**src/pce_pkg.sv**
```systemverilog
/* Shared widths, request/return/memory enums and the L1.5 return payload union
   for the data-cache engine */
`default_nettype none

package pce_pkg;

  localparam int PADDR_W = 32;
  localparam int DWORD_W = 64;
  localparam int FILL_W = 128;
  localparam int BLOCK_OFFSET_W = 4;
  localparam int INDEX_W = 6;
  localparam int SETS = 64;
  localparam int WAY_W = 2;
  localparam int TAG_W = 22;

  localparam int REQ_DEPTH = 2;
  localparam int RET_DEPTH = 4;

  // Cache request kinds
  typedef enum logic [1:0] {
    miss_load,
    uc_load,
    uc_store
  } req_type_e;

  // Access size in bytes, same code toward the L1.5
  typedef enum logic [1:0] {
    size_1b,
    size_2b,
    size_4b,
    size_8b
  } size_e;

  typedef enum logic {
    load_req,
    store_req
  } rqtype_e;

  typedef enum logic [1:0] {
    int_ret,
    load_ret,
    st_ack,
    inval_ret
  } rtntype_e;

  typedef enum logic [1:0] {
    set_clear,
    set_tag,
    set_state
  } tag_op_e;

  typedef enum logic {
    write_block,
    uncached
  } data_op_e;

  typedef enum logic [1:0] {
    COH_I,
    COH_S,
    COH_M
  } coh_state_e;

  // Return payload is either two data doublewords or invalidation fields
  typedef union packed {
    struct packed {
      logic [DWORD_W-1:0] data_1;
      logic [DWORD_W-1:0] data_0;
    } data;
    struct packed {
      logic [FILL_W-WAY_W-INDEX_W-1:0] padding;
      logic [WAY_W-1:0] inval_way;
      logic [INDEX_W-1:0] inval_index;
    } inval;
  } ret_payload_u;

  // FIFO entry widths
  localparam int RET_W = $bits(rtntype_e) + 1 + $bits(ret_payload_u);
  localparam int REQ_W = $bits(req_type_e) + $bits(size_e) + PADDR_W + DWORD_W + WAY_W;

endpackage

`default_nettype wire

```
**src/pce_ctrl.sv**
```systemverilog
/* Engine FSM: init wait, tag clear sweep, L1.5 request issue, return
   handling and invalidation priority */
`timescale 1ns/1ns
`default_nettype none

module pce_ctrl (
  input  wire                                clk_i,
  input  wire                                reset_i,

  input  wire                                req_v_i,
  input  wire pce_pkg::req_type_e            req_type_i,
  input  wire  [pce_pkg::PADDR_W-1:0]        req_addr_i,
  input  wire pce_pkg::size_e                req_size_i,
  input  wire  [pce_pkg::WAY_W-1:0]          req_way_i,
  output logic                               req_yumi_o,

  input  wire                                ret_v_i,
  input  wire pce_pkg::rtntype_e             ret_rtntype_i,
  input  wire                                ret_nc_i,
  input  wire pce_pkg::ret_payload_u         ret_payload_i,
  output logic                               ret_yumi_o,

  input  wire  [pce_pkg::DWORD_W-1:0]        store_data_i,
  input  wire  [pce_pkg::FILL_W-1:0]         uc_fill_i,
  input  wire  [pce_pkg::FILL_W-1:0]         block_fill_i,

  output logic                               l15_req_v_o,
  output pce_pkg::rqtype_e                   l15_rqtype_o,
  output logic                               l15_nc_o,
  output logic [pce_pkg::PADDR_W-1:0]        l15_addr_o,
  output pce_pkg::size_e                     l15_size_o,
  output logic [pce_pkg::DWORD_W-1:0]        l15_data_o,
  input  wire                                l15_req_ready_i,

  output logic                               tag_pkt_v_o,
  output pce_pkg::tag_op_e                   tag_op_o,
  output logic [pce_pkg::INDEX_W-1:0]        tag_index_o,
  output logic [pce_pkg::WAY_W-1:0]          tag_way_o,
  output logic [pce_pkg::TAG_W-1:0]          tag_tag_o,
  output pce_pkg::coh_state_e                tag_state_o,
  input  wire                                tag_yumi_i,

  output logic                               data_pkt_v_o,
  output pce_pkg::data_op_e                  data_op_o,
  output logic [pce_pkg::INDEX_W-1:0]        data_index_o,
  output logic [pce_pkg::WAY_W-1:0]          data_way_o,
  output logic [pce_pkg::FILL_W-1:0]         data_data_o,
  input  wire                                data_yumi_i,

  output logic                               complete_o
);

  enum logic [2:0] {wait_init, clear, ready, store_wait, uc_read_wait, read_wait}
    state_r, state_n;

  logic [pce_pkg::INDEX_W-1:0] index_r;
  logic index_up;
  logic index_done;
  logic [pce_pkg::INDEX_W-1:0] req_index;
  logic inval_v;
  logic load_ret_nc;
  logic load_ret_block;

  assign index_done = (index_r == pce_pkg::SETS-1);
  assign req_index = req_addr_i[pce_pkg::BLOCK_OFFSET_W +: pce_pkg::INDEX_W];

  // Invalidations only count once the clear sweep is over
  assign inval_v = ret_v_i & (ret_rtntype_i == pce_pkg::inval_ret)
                   & (state_r != wait_init) & (state_r != clear);
  assign load_ret_nc = ret_v_i & (ret_rtntype_i == pce_pkg::load_ret) & ret_nc_i;
  assign load_ret_block = ret_v_i & (ret_rtntype_i == pce_pkg::load_ret) & ~ret_nc_i;

  assign req_yumi_o = complete_o;

  always_comb
  begin
    state_n = state_r;
    index_up = 1'b0;
    complete_o = 1'b0;
    ret_yumi_o = 1'b0;

    l15_req_v_o = 1'b0;
    l15_rqtype_o = pce_pkg::load_req;
    l15_nc_o = 1'b0;
    l15_addr_o = req_addr_i;
    l15_size_o = req_size_i;
    l15_data_o = store_data_i;

    tag_pkt_v_o = 1'b0;
    tag_op_o = pce_pkg::set_clear;
    tag_index_o = index_r;
    tag_way_o = '0;
    tag_tag_o = '0;
    tag_state_o = pce_pkg::COH_I;

    data_pkt_v_o = 1'b0;
    data_op_o = pce_pkg::write_block;
    data_index_o = req_index;
    data_way_o = req_way_i;
    data_data_o = block_fill_i;

    case (state_r)
      wait_init:
      begin
        ret_yumi_o = ret_v_i & (ret_rtntype_i == pce_pkg::int_ret);
        if (ret_yumi_o)
          state_n = clear;
      end
      clear:
      begin
        tag_pkt_v_o = 1'b1;
        index_up = tag_yumi_i;
        if (index_up & index_done)
          state_n = ready;
      end
      ready:
      begin
        l15_req_v_o = req_v_i;
        case (req_type_i)
          pce_pkg::uc_store:
          begin
            l15_rqtype_o = pce_pkg::store_req;
            l15_nc_o = 1'b1;
          end
          pce_pkg::uc_load:
            l15_nc_o = 1'b1;
          default:
            l15_addr_o = {req_addr_i[pce_pkg::PADDR_W-1:pce_pkg::BLOCK_OFFSET_W],
                          {pce_pkg::BLOCK_OFFSET_W{1'b0}}};
        endcase
        if (l15_req_v_o & l15_req_ready_i)
        begin
          if (req_type_i == pce_pkg::uc_store)
            state_n = store_wait;
          else if (req_type_i == pce_pkg::uc_load)
            state_n = uc_read_wait;
          else
            state_n = read_wait;
        end
      end
      store_wait:
      begin
        ret_yumi_o = ret_v_i & (ret_rtntype_i == pce_pkg::st_ack);
        complete_o = ret_yumi_o;
        if (complete_o)
          state_n = ready;
      end
      uc_read_wait:
      begin
        data_op_o = pce_pkg::uncached;
        data_data_o = uc_fill_i;
        data_pkt_v_o = load_ret_nc;
        ret_yumi_o = data_pkt_v_o & data_yumi_i;
        complete_o = ret_yumi_o;
        if (complete_o)
          state_n = ready;
      end
      read_wait:
      begin
        data_pkt_v_o = load_ret_block;
        tag_pkt_v_o = load_ret_block;
        tag_op_o = pce_pkg::set_tag;
        tag_index_o = req_index;
        tag_way_o = req_way_i;
        tag_tag_o = req_addr_i[pce_pkg::BLOCK_OFFSET_W+pce_pkg::INDEX_W +: pce_pkg::TAG_W];
        tag_state_o = pce_pkg::COH_M;
        // Data and tag are taken together
        ret_yumi_o = load_ret_block & data_yumi_i & tag_yumi_i;
        complete_o = ret_yumi_o;
        if (complete_o)
          state_n = ready;
      end
      default:
        state_n = wait_init;
    endcase

    // Invalidation at the return head wins the tag port
    if (inval_v)
    begin
      tag_pkt_v_o = 1'b1;
      tag_op_o = pce_pkg::set_state;
      tag_index_o = ret_payload_i.inval.inval_index;
      tag_way_o = ret_payload_i.inval.inval_way;
      tag_tag_o = '0;
      tag_state_o = pce_pkg::COH_I;
      data_pkt_v_o = 1'b0;
      ret_yumi_o = tag_yumi_i;
    end
  end

  always_ff @(posedge clk_i)
  begin
    if (reset_i)
    begin
      state_r <= wait_init;
      index_r <= '0;
    end
    else
    begin
      state_r <= state_n;
      if (index_up)
        index_r <= index_r + 1'b1;
    end
  end

endmodule

`default_nettype wire

```
**src/pce_endian.sv**
```systemverilog
/* Byte-order swap and size replication between the little-endian cache
   and the big-endian L1.5, for store data and returned fills */
`timescale 1ns/1ns
`default_nettype none

module pce_endian (
  input  wire pce_pkg::size_e               size_i,
  input  wire  [pce_pkg::PADDR_W-1:0]       addr_i,
  input  wire  [pce_pkg::DWORD_W-1:0]       store_data_i,
  input  wire pce_pkg::ret_payload_u        payload_i,
  output logic [pce_pkg::DWORD_W-1:0]       store_data_o,
  output logic [pce_pkg::FILL_W-1:0]        uc_fill_o,
  output logic [pce_pkg::FILL_W-1:0]        block_fill_o
);

  logic [pce_pkg::DWORD_W-1:0] uc_dword;
  logic [pce_pkg::DWORD_W-1:0] data_1_swap;
  logic [pce_pkg::DWORD_W-1:0] data_0_swap;

  // Reverse the 8 bytes of a doubleword
  function automatic logic [pce_pkg::DWORD_W-1:0] bswap(
    input logic [pce_pkg::DWORD_W-1:0] d
  );
    logic [pce_pkg::DWORD_W-1:0] r;
    for (int i = 0; i < 8; i++)
      r[8*i +: 8] = d[8*(7-i) +: 8];
    return r;
  endfunction

  // Store data, low bytes reversed within the access size and replicated
  always_comb
  begin
    case (size_i)
      pce_pkg::size_1b:
        store_data_o = {8{store_data_i[7:0]}};
      pce_pkg::size_2b:
        store_data_o = {4{store_data_i[7:0], store_data_i[15:8]}};
      pce_pkg::size_4b:
        store_data_o = {2{store_data_i[7:0], store_data_i[15:8],
                          store_data_i[23:16], store_data_i[31:24]}};
      default:
        store_data_o = bswap(store_data_i);
    endcase
  end

  assign data_1_swap = bswap(payload_i.data.data_1);
  assign data_0_swap = bswap(payload_i.data.data_0);

  // Address bit 3 picks the doubleword of an uncached return
  assign uc_dword = addr_i[3] ? data_1_swap : data_0_swap;

  always_comb
  begin
    case (size_i)
      pce_pkg::size_1b: uc_fill_o = {16{uc_dword[7:0]}};
      pce_pkg::size_2b: uc_fill_o = {8{uc_dword[15:0]}};
      pce_pkg::size_4b: uc_fill_o = {4{uc_dword[31:0]}};
      default:          uc_fill_o = {2{uc_dword}};
    endcase
  end

  assign block_fill_o = {data_1_swap, data_0_swap};

endmodule

`default_nettype wire

```
**src/pce_fifo.sv**
```systemverilog
/* Small circular FIFO, valid/ready on the input, valid/yumi on the output */
`timescale 1ns/1ns
`default_nettype none

module pce_fifo #(
  parameter int WIDTH = 8,
  parameter int DEPTH = 2
) (
  input  wire              clk_i,
  input  wire              reset_i,
  input  wire  [WIDTH-1:0] data_i,
  input  wire              v_i,
  output logic             ready_o,
  output logic [WIDTH-1:0] data_o,
  output logic             v_o,
  input  wire              yumi_i
);

  logic [WIDTH-1:0] mem [DEPTH];
  logic [$clog2(DEPTH)-1:0] rd_ptr_r;
  logic [$clog2(DEPTH)-1:0] wr_ptr_r;
  logic [$clog2(DEPTH+1)-1:0] count_r;
  logic enq;

  assign ready_o = (count_r != DEPTH);
  assign v_o = (count_r != 0);
  assign data_o = mem[rd_ptr_r];
  assign enq = v_i & ready_o;

  always_ff @(posedge clk_i)
  begin
    if (enq)
      mem[wr_ptr_r] <= data_i;
  end

  always_ff @(posedge clk_i)
  begin
    if (reset_i)
    begin
      rd_ptr_r <= '0;
      wr_ptr_r <= '0;
      count_r <= '0;
    end
    else
    begin
      if (enq)
        wr_ptr_r <= (wr_ptr_r == DEPTH-1) ? '0 : wr_ptr_r + 1'b1;
      if (yumi_i)
        rd_ptr_r <= (rd_ptr_r == DEPTH-1) ? '0 : rd_ptr_r + 1'b1;
      case ({enq, yumi_i})
        2'b10:   count_r <= count_r + 1'b1;
        2'b01:   count_r <= count_r - 1'b1;
        default: count_r <= count_r;
      endcase
    end
  end

endmodule

`default_nettype wire

```
**src/pce_top.sv**
```systemverilog
/* Engine top: request and return FIFOs, endian converter and controller */
`timescale 1ns/1ns
`default_nettype none

module pce_top (
  input  wire                                clk_i,
  input  wire                                reset_i,

  input  wire                                req_v_i,
  input  wire pce_pkg::req_type_e            req_type_i,
  input  wire pce_pkg::size_e                req_size_i,
  input  wire  [pce_pkg::PADDR_W-1:0]        req_addr_i,
  input  wire  [pce_pkg::DWORD_W-1:0]        req_data_i,
  input  wire  [pce_pkg::WAY_W-1:0]          req_way_i,
  output logic                               req_ready_o,

  input  wire                                ret_v_i,
  input  wire pce_pkg::rtntype_e             ret_rtntype_i,
  input  wire                                ret_nc_i,
  input  wire pce_pkg::ret_payload_u         ret_payload_i,
  output logic                               ret_ready_o,

  output logic                               l15_req_v_o,
  output pce_pkg::rqtype_e                   l15_rqtype_o,
  output logic                               l15_nc_o,
  output logic [pce_pkg::PADDR_W-1:0]        l15_addr_o,
  output pce_pkg::size_e                     l15_size_o,
  output logic [pce_pkg::DWORD_W-1:0]        l15_data_o,
  input  wire                                l15_req_ready_i,

  output logic                               tag_pkt_v_o,
  output pce_pkg::tag_op_e                   tag_op_o,
  output logic [pce_pkg::INDEX_W-1:0]        tag_index_o,
  output logic [pce_pkg::WAY_W-1:0]          tag_way_o,
  output logic [pce_pkg::TAG_W-1:0]          tag_tag_o,
  output pce_pkg::coh_state_e                tag_state_o,
  input  wire                                tag_yumi_i,

  output logic                               data_pkt_v_o,
  output pce_pkg::data_op_e                  data_op_o,
  output logic [pce_pkg::INDEX_W-1:0]        data_index_o,
  output logic [pce_pkg::WAY_W-1:0]          data_way_o,
  output logic [pce_pkg::FILL_W-1:0]         data_data_o,
  input  wire                                data_yumi_i,

  output logic                               complete_o
);

  logic [pce_pkg::REQ_W-1:0] req_head;
  logic req_head_v;
  logic req_yumi;
  logic [1:0] head_type;
  logic [1:0] head_size;
  logic [pce_pkg::PADDR_W-1:0] head_addr;
  logic [pce_pkg::DWORD_W-1:0] head_data;
  logic [pce_pkg::WAY_W-1:0] head_way;

  logic [pce_pkg::RET_W-1:0] ret_head;
  logic ret_head_v;
  logic ret_yumi;
  logic [1:0] ret_head_type;
  logic ret_head_nc;
  pce_pkg::ret_payload_u ret_head_payload;

  logic [pce_pkg::DWORD_W-1:0] store_data;
  logic [pce_pkg::FILL_W-1:0] uc_fill;
  logic [pce_pkg::FILL_W-1:0] block_fill;

  assign {head_type, head_size, head_addr, head_data, head_way} = req_head;
  assign {ret_head_type, ret_head_nc, ret_head_payload} = ret_head;

  pce_fifo #(
    .WIDTH(pce_pkg::REQ_W),
    .DEPTH(pce_pkg::REQ_DEPTH)
  ) req_fifo (
    .clk_i(clk_i),
    .reset_i(reset_i),
    .data_i({req_type_i, req_size_i, req_addr_i, req_data_i, req_way_i}),
    .v_i(req_v_i),
    .ready_o(req_ready_o),
    .data_o(req_head),
    .v_o(req_head_v),
    .yumi_i(req_yumi)
  );

  pce_fifo #(
    .WIDTH(pce_pkg::RET_W),
    .DEPTH(pce_pkg::RET_DEPTH)
  ) ret_fifo (
    .clk_i(clk_i),
    .reset_i(reset_i),
    .data_i({ret_rtntype_i, ret_nc_i, ret_payload_i}),
    .v_i(ret_v_i),
    .ready_o(ret_ready_o),
    .data_o(ret_head),
    .v_o(ret_head_v),
    .yumi_i(ret_yumi)
  );

  pce_endian endian (
    .size_i(pce_pkg::size_e'(head_size)),
    .addr_i(head_addr),
    .store_data_i(head_data),
    .payload_i(ret_head_payload),
    .store_data_o(store_data),
    .uc_fill_o(uc_fill),
    .block_fill_o(block_fill)
  );

  pce_ctrl ctrl (
    .clk_i(clk_i),
    .reset_i(reset_i),
    .req_v_i(req_head_v),
    .req_type_i(pce_pkg::req_type_e'(head_type)),
    .req_addr_i(head_addr),
    .req_size_i(pce_pkg::size_e'(head_size)),
    .req_way_i(head_way),
    .req_yumi_o(req_yumi),
    .ret_v_i(ret_head_v),
    .ret_rtntype_i(pce_pkg::rtntype_e'(ret_head_type)),
    .ret_nc_i(ret_head_nc),
    .ret_payload_i(ret_head_payload),
    .ret_yumi_o(ret_yumi),
    .store_data_i(store_data),
    .uc_fill_i(uc_fill),
    .block_fill_i(block_fill),
    .l15_req_v_o(l15_req_v_o),
    .l15_rqtype_o(l15_rqtype_o),
    .l15_nc_o(l15_nc_o),
    .l15_addr_o(l15_addr_o),
    .l15_size_o(l15_size_o),
    .l15_data_o(l15_data_o),
    .l15_req_ready_i(l15_req_ready_i),
    .tag_pkt_v_o(tag_pkt_v_o),
    .tag_op_o(tag_op_o),
    .tag_index_o(tag_index_o),
    .tag_way_o(tag_way_o),
    .tag_tag_o(tag_tag_o),
    .tag_state_o(tag_state_o),
    .tag_yumi_i(tag_yumi_i),
    .data_pkt_v_o(data_pkt_v_o),
    .data_op_o(data_op_o),
    .data_index_o(data_index_o),
    .data_way_o(data_way_o),
    .data_data_o(data_data_o),
    .data_yumi_i(data_yumi_i),
    .complete_o(complete_o)
  );

endmodule

`default_nettype wire

```
**config.mk**
```make
export PLATFORM = sky130hd
export DESIGN_NAME = pce_top
export DESIGN_NICKNAME = d
export VERILOG_FILES = /design/src/pce_pkg.sv /design/src/pce_ctrl.sv /design/src/pce_endian.sv /design/src/pce_fifo.sv /design/src/pce_top.sv
export SDC_FILE = /design/constraint.sdc
export NUM_CORES = 1
export LEC_CHECK = 0
export BUFFER_PORTS_ARGS = -buffer_cell sky130_fd_sc_hd__buf_2
export CAP_MARGIN = 0
export CORE_UTILIZATION = 46
export DETAILED_ROUTE_END_ITERATION = 8
export PLACE_DENSITY = 0.65
export SLEW_MARGIN = 5
export SYNTH_ARGS = -nofsm -noshare
export SYNTH_HDL_FRONTEND = slang
export SYNTH_SLANG_ARGS = --single-unit
```
**constraint.sdc**
```tcl
create_clock -name clk_i -period 15.7 [get_ports clk_i]
set_input_delay 1.57 -clock clk_i [delete_from_list [all_inputs] [get_ports clk_i]]
set_output_delay 1.57 -clock clk_i [all_outputs]
set_load 0.03 [all_outputs]
```
==> impl_metrics.py <==
metrics = {
    "outcome": {
        "outcome": "finished clean",
    },
    "synthesis": {
        "synth_edf_count": 728,
        "synthCells": 1912,
        "synth.cell_area_mm2": 0.03173,
        "ys_async_sr_fraction_pct": 0,
        "dominantRegCellSynth": "sky130_fd_sc_hd__edfxtp_1",
        "synth.avg_cell_area_um2": 16.60,
        "syn_nets": 2163,
        "yosysUniqueCellTypes": 67,
        "synth_seq_cells": 751,
        "synth-seq-area-share_pct": 70.34,
        "synth.yosys.warnings": 0,
    },
    "timing": {
        "finalWorstPathRequiredPeriod_ns": 6.406,
        "actual_slew_at_the_worst_max_slew_pin_ns": 1.203,
        "finalMaxSlewViolations": 0,
        "finalHoldViolCount": 0,
        "timing.slew.headroom_pct": 19.04,
        "fin_skew_ns": 0.02054,
        "finalSetupViolCount": 0,
        "final.setup.tns_ns": 0,
        "grt_setup_unrepaired": "false",
        "max_clock_freq_mhz": 156.1,
        "period_share_pct": 40.80,
    },
    "critical_path": {
        "critPathRequiredTime_ns": 14.13,
        "setup.worst_path.start_class": "flip-flop",
        "worstReg2RegEnd": "ret_fifo.count_r[2]",
        "path_cells": "buf_4, mux4_2, mux2i_1, buf_4, nor2_1, nor4_1, nor2_1, buf_2",
        "rrSetupSlack_ns": 11.02,
        "critical_path.max_fanout": 42,
        "crit_path_max_incr_delay_ns": 1.02,
        "worst_setup_path_end_kind": "output port",
        "crit_slowest_cell": "sky130_fd_sc_hd__nor4_1",
        "rr_worst_depth": 11,
        "worst-endpoint-arrival_ns": 4.84,
        "classification_of_the_worst_setup_path": "reg2out",
    },
    "global_route": {
        "globalRouteTotalUtil_pct": 25.78,
        "first_global_vias": 19929,
        "grt_antenna_before_repair": 39,
        "globalRoute.totalOverflow": 0,
        "maximum_number_of_pins_on_one_net_before_global_route_repair": 81,
        "grt_first_pass_wirelength_um": 131400,
    },
    "floorplanning": {
        "floorplan.rows": 95,
        "ios": 517,
        "dieHeight_um": 264.6,
        "core_mm2": 0.06775,
        "fp.dieW_um": 264.6,
        "fp.dieArea_mm2": 0.07004,
        "initial_utilization_pct": 46.83,
    },
    "clock_network": {
        "cts-htree-levels": 3,
        "cts.clk_slew.worst_paths_ns": 0.06,
        "cts_tree": "yes",
        "cts-hold-fix-buffers": 0,
        "cts.sinks": 751,
        "cts_max_path_buffers": 3,
        "clockRootBuffer": "sky130_fd_sc_hd__clkbuf_16",
        "postCtsSetupBuffers": 0,
        "postCtsResizedCells": 0,
        "tritoncts.num_buffers": 78,
        "clk_latency_ns": 0.63,
    },
    "power": {
        "power_switching_mw": 1.579,
        "sw_frac_of_total_pct": 29.36,
        "share_seq_of_total_power_pct": 44.8,
        "p_int_mw": 3.800,
        "power.leakage_nw": 13.39,
        "power_density_mw_per_mm2": 142.7,
        "irDropWorstVdd_uv": 126.2,
        "power.combinational.fraction_pct": 21.2,
        "finalPower_mw": 5.380,
        "power.clock.fraction_pct": 33.9,
    },
    "finish": {
        "drive_gt1_share_pct": 35.58,
        "instances_no_fill": 3368,
        "flow.area_growth_from_synthesis_pct": 18.84,
        "finish.net_count": 2668,
        "filler_cell_count": 5442,
    },
    "placed_design": {
        "numPlacedInstances": 3210,
        "numPortBuffers": 515,
        "gp_routability_congestion": 0.8685,
        "place.detailed.hpwl_um": 63130,
    },
    "route": {
        "iteration_0_drc_markers": 1869,
        "drcViolationCount": 0,
        "router_iterations_before_antenna_repair": 6,
        "via_count": 19934,
        "drt-vias-per-instance": 5.919,
        "drt-total-wl_um": 91340,
        "wl_per_cell_um": 27.12,
        "route.antenna.remaining_nets": 0,
    },
    "min_path": {
        "holdCritStartpoint": "req_fifo.rd_ptr_r",
        "timing.hold.worst.class": "reg2reg",
        "timing.hold.worst_path_depth": 2,
    },
    "run": {
        "max_cap_viol_count": 0,
    },
}
==> state kept, by name, summed over array words and instances, names as in the netlist, named ones only <==
| register | count |
|---|---|
| ctrl.index_r | 6 |
| ret_fifo.mem | 524 |
| ctrl.state_r | 3 |
| req_fifo.rd_ptr_r | 1 |
| ret_fifo.rd_ptr_r | 2 |
| req_fifo.wr_ptr_r | 1 |
| ret_fifo.count_r | 3 |
| ret_fifo.wr_ptr_r | 2 |
| req_fifo.mem | 204 |
| req_fifo.count_r | 2 |
==> layer usage <==
layer  global-route usage, %  vias up  wire (um)
met1                   32.37    10096      34370
met4                   9.664       26       3154
li1                        -     8643          -
met5                       0        -        169
met2                   42.11      972      44340
met3                   7.915      197       9301
==> cells in the final DEF, fill, tap and decap left out, drive strengths merged, types with 10 or more instances in the layout <==
master and count:
a22o 11, edfxtp 728, a21o 12, buf 551, dfxtp 23, o31ai 10
nor2b 14, nand2 186, clkbuf 98, o21a 22, o21ai 69, diode 16
nor2 112, a211oi 16, o211ai 12, mux2 62, nand3 27, mux4 131
clkinv 32, a21oi 54, and2 26, mux2i 74, a22oi 25, ha 10
a221o 36, inv 14
==> synth_stat cells, drive strengths merged, types with 2 or more instances <==
library cell	n	share of area, %
dfxtp	23	1.5
o31a	2	0.055
o22ai	2	0.039
nor2b	14	0.28
a21o	12	0.28
nand4	3	0.059
a32oi	8	0.22
inv	12	0.14
xnor2	4	0.11
a21oi	54	0.85
mux2i	74	2.4
mux4	131	9.3
o21ai	69	1.1
o211a	3	0.095
nand2b	9	0.18
a211oi	16	0.38
a2bb2oi	9	0.25
a22o	11	0.30
buf	69	1.3
nor4	3	0.059
or3	7	0.14
mux2	62	2.2
a22oi	25	0.59
nand3b	4	0.095
nor3	6	0.095
o2bb2ai	2	0.055
edfxtp	728	69
a31o	6	0.17
nor2	112	1.3
xor2	7	0.19
nor3b	2	0.047
o211ai	12	0.28
o31ai	10	0.24
a31oi	3	0.059
or2	4	0.079
a21boi	3	0.071
and2	26	0.51
a222oi	4	0.13
nand2	186	2.2
clkbuf	57	0.67
ha	10	0.39
o21a	22	0.52
a221o	36	1.1
nand3	27	0.43
and3	9	0.18
==> through the flow <==
step | worst slack (ns) | area [um2] | hold slack [ns] | utilization, %
4_1_cts | 9.156 | 37670 | 0.5152 | 55.60
2_1_floorplan | 9.217 | 31730 | 0.4710 | -
6_report | 9.294 | 37710 | 0.5124 | 55.66
3_3_place_gp | 9.824 | 35130 | 0.4821 | 51.86
3_5_place_dp | 9.844 | 35130 | 0.5008 | 51.86
5_1_grt | 8.895 | 37690 | 0.5292 | 55.63
==> power by group through the flow <==
stage	sequential (mW)	combinational (mW)	clock, mW
3_3_place_gp	2.45	1.13	0
3_5_place_dp	2.46	1.14	0
5_1_grt	2.43	1.20	1.93
2_1_floorplan	2.44	0.788	0
6_report	2.41	1.14	1.83
4_1_cts	2.41	1.15	1.86
==> worst max-delay path by stage <==
stage | slack (ns) | startpoint | endpoint
after floorplan | 9.22 | req_v_i | req_fifo.mem[0][0]
after global placement | 9.82 | flip-flop | data_data_o[110]
after detailed placement | 9.84 | flip-flop | data_data_o[110]
after CTS | 9.16 | flip-flop | data_data_o[46]
after global routing | 8.89 | flip-flop | data_data_o[46]
final | 9.29 | flip-flop | data_data_o[46]
==> worst max-delay path: cells and delay by family, from the launching register on <==
family,cells,cell delay [ns]
flip-flops,1,0.92
multiplexers,2,0.78
AND/OR/NAND/NOR,3,1.24
buffers and inverters,3,1.23
==> kinds of logic (layout without fill, tap and decap cells) <==
family          Yosys count  count (layout)  share of synthesized area, %
other cells               1              17                       0.01182
flops                   751             751                         70.34
compound gates          316             316                         7.007
buf+inv                 138             705                         2.153
fa+ha+maj                11              11                        0.4574
xor+xnor                 11              11                        0.3036
mux                     267             267                         13.91
simple gates            417             417                         5.812
==> final cells by class <==
type / instances / area (um2) / area share (%)
sequential: 751 / 22330 / 59.22
clock buffer: 98 / 2069 / 5.488
multi-input combinational: 1023 / 8816 / 23.38
inverter: 12 / 45.04 / 0.1195
clock inverter: 44 / 465.4 / 1.234
timing repair buffer: 551 / 2848 / 7.552
antenna: 16 / 40.04 / 0.1062
tap: 873 / 1092 / 2.897
Power figures use the tool's default switching activity.
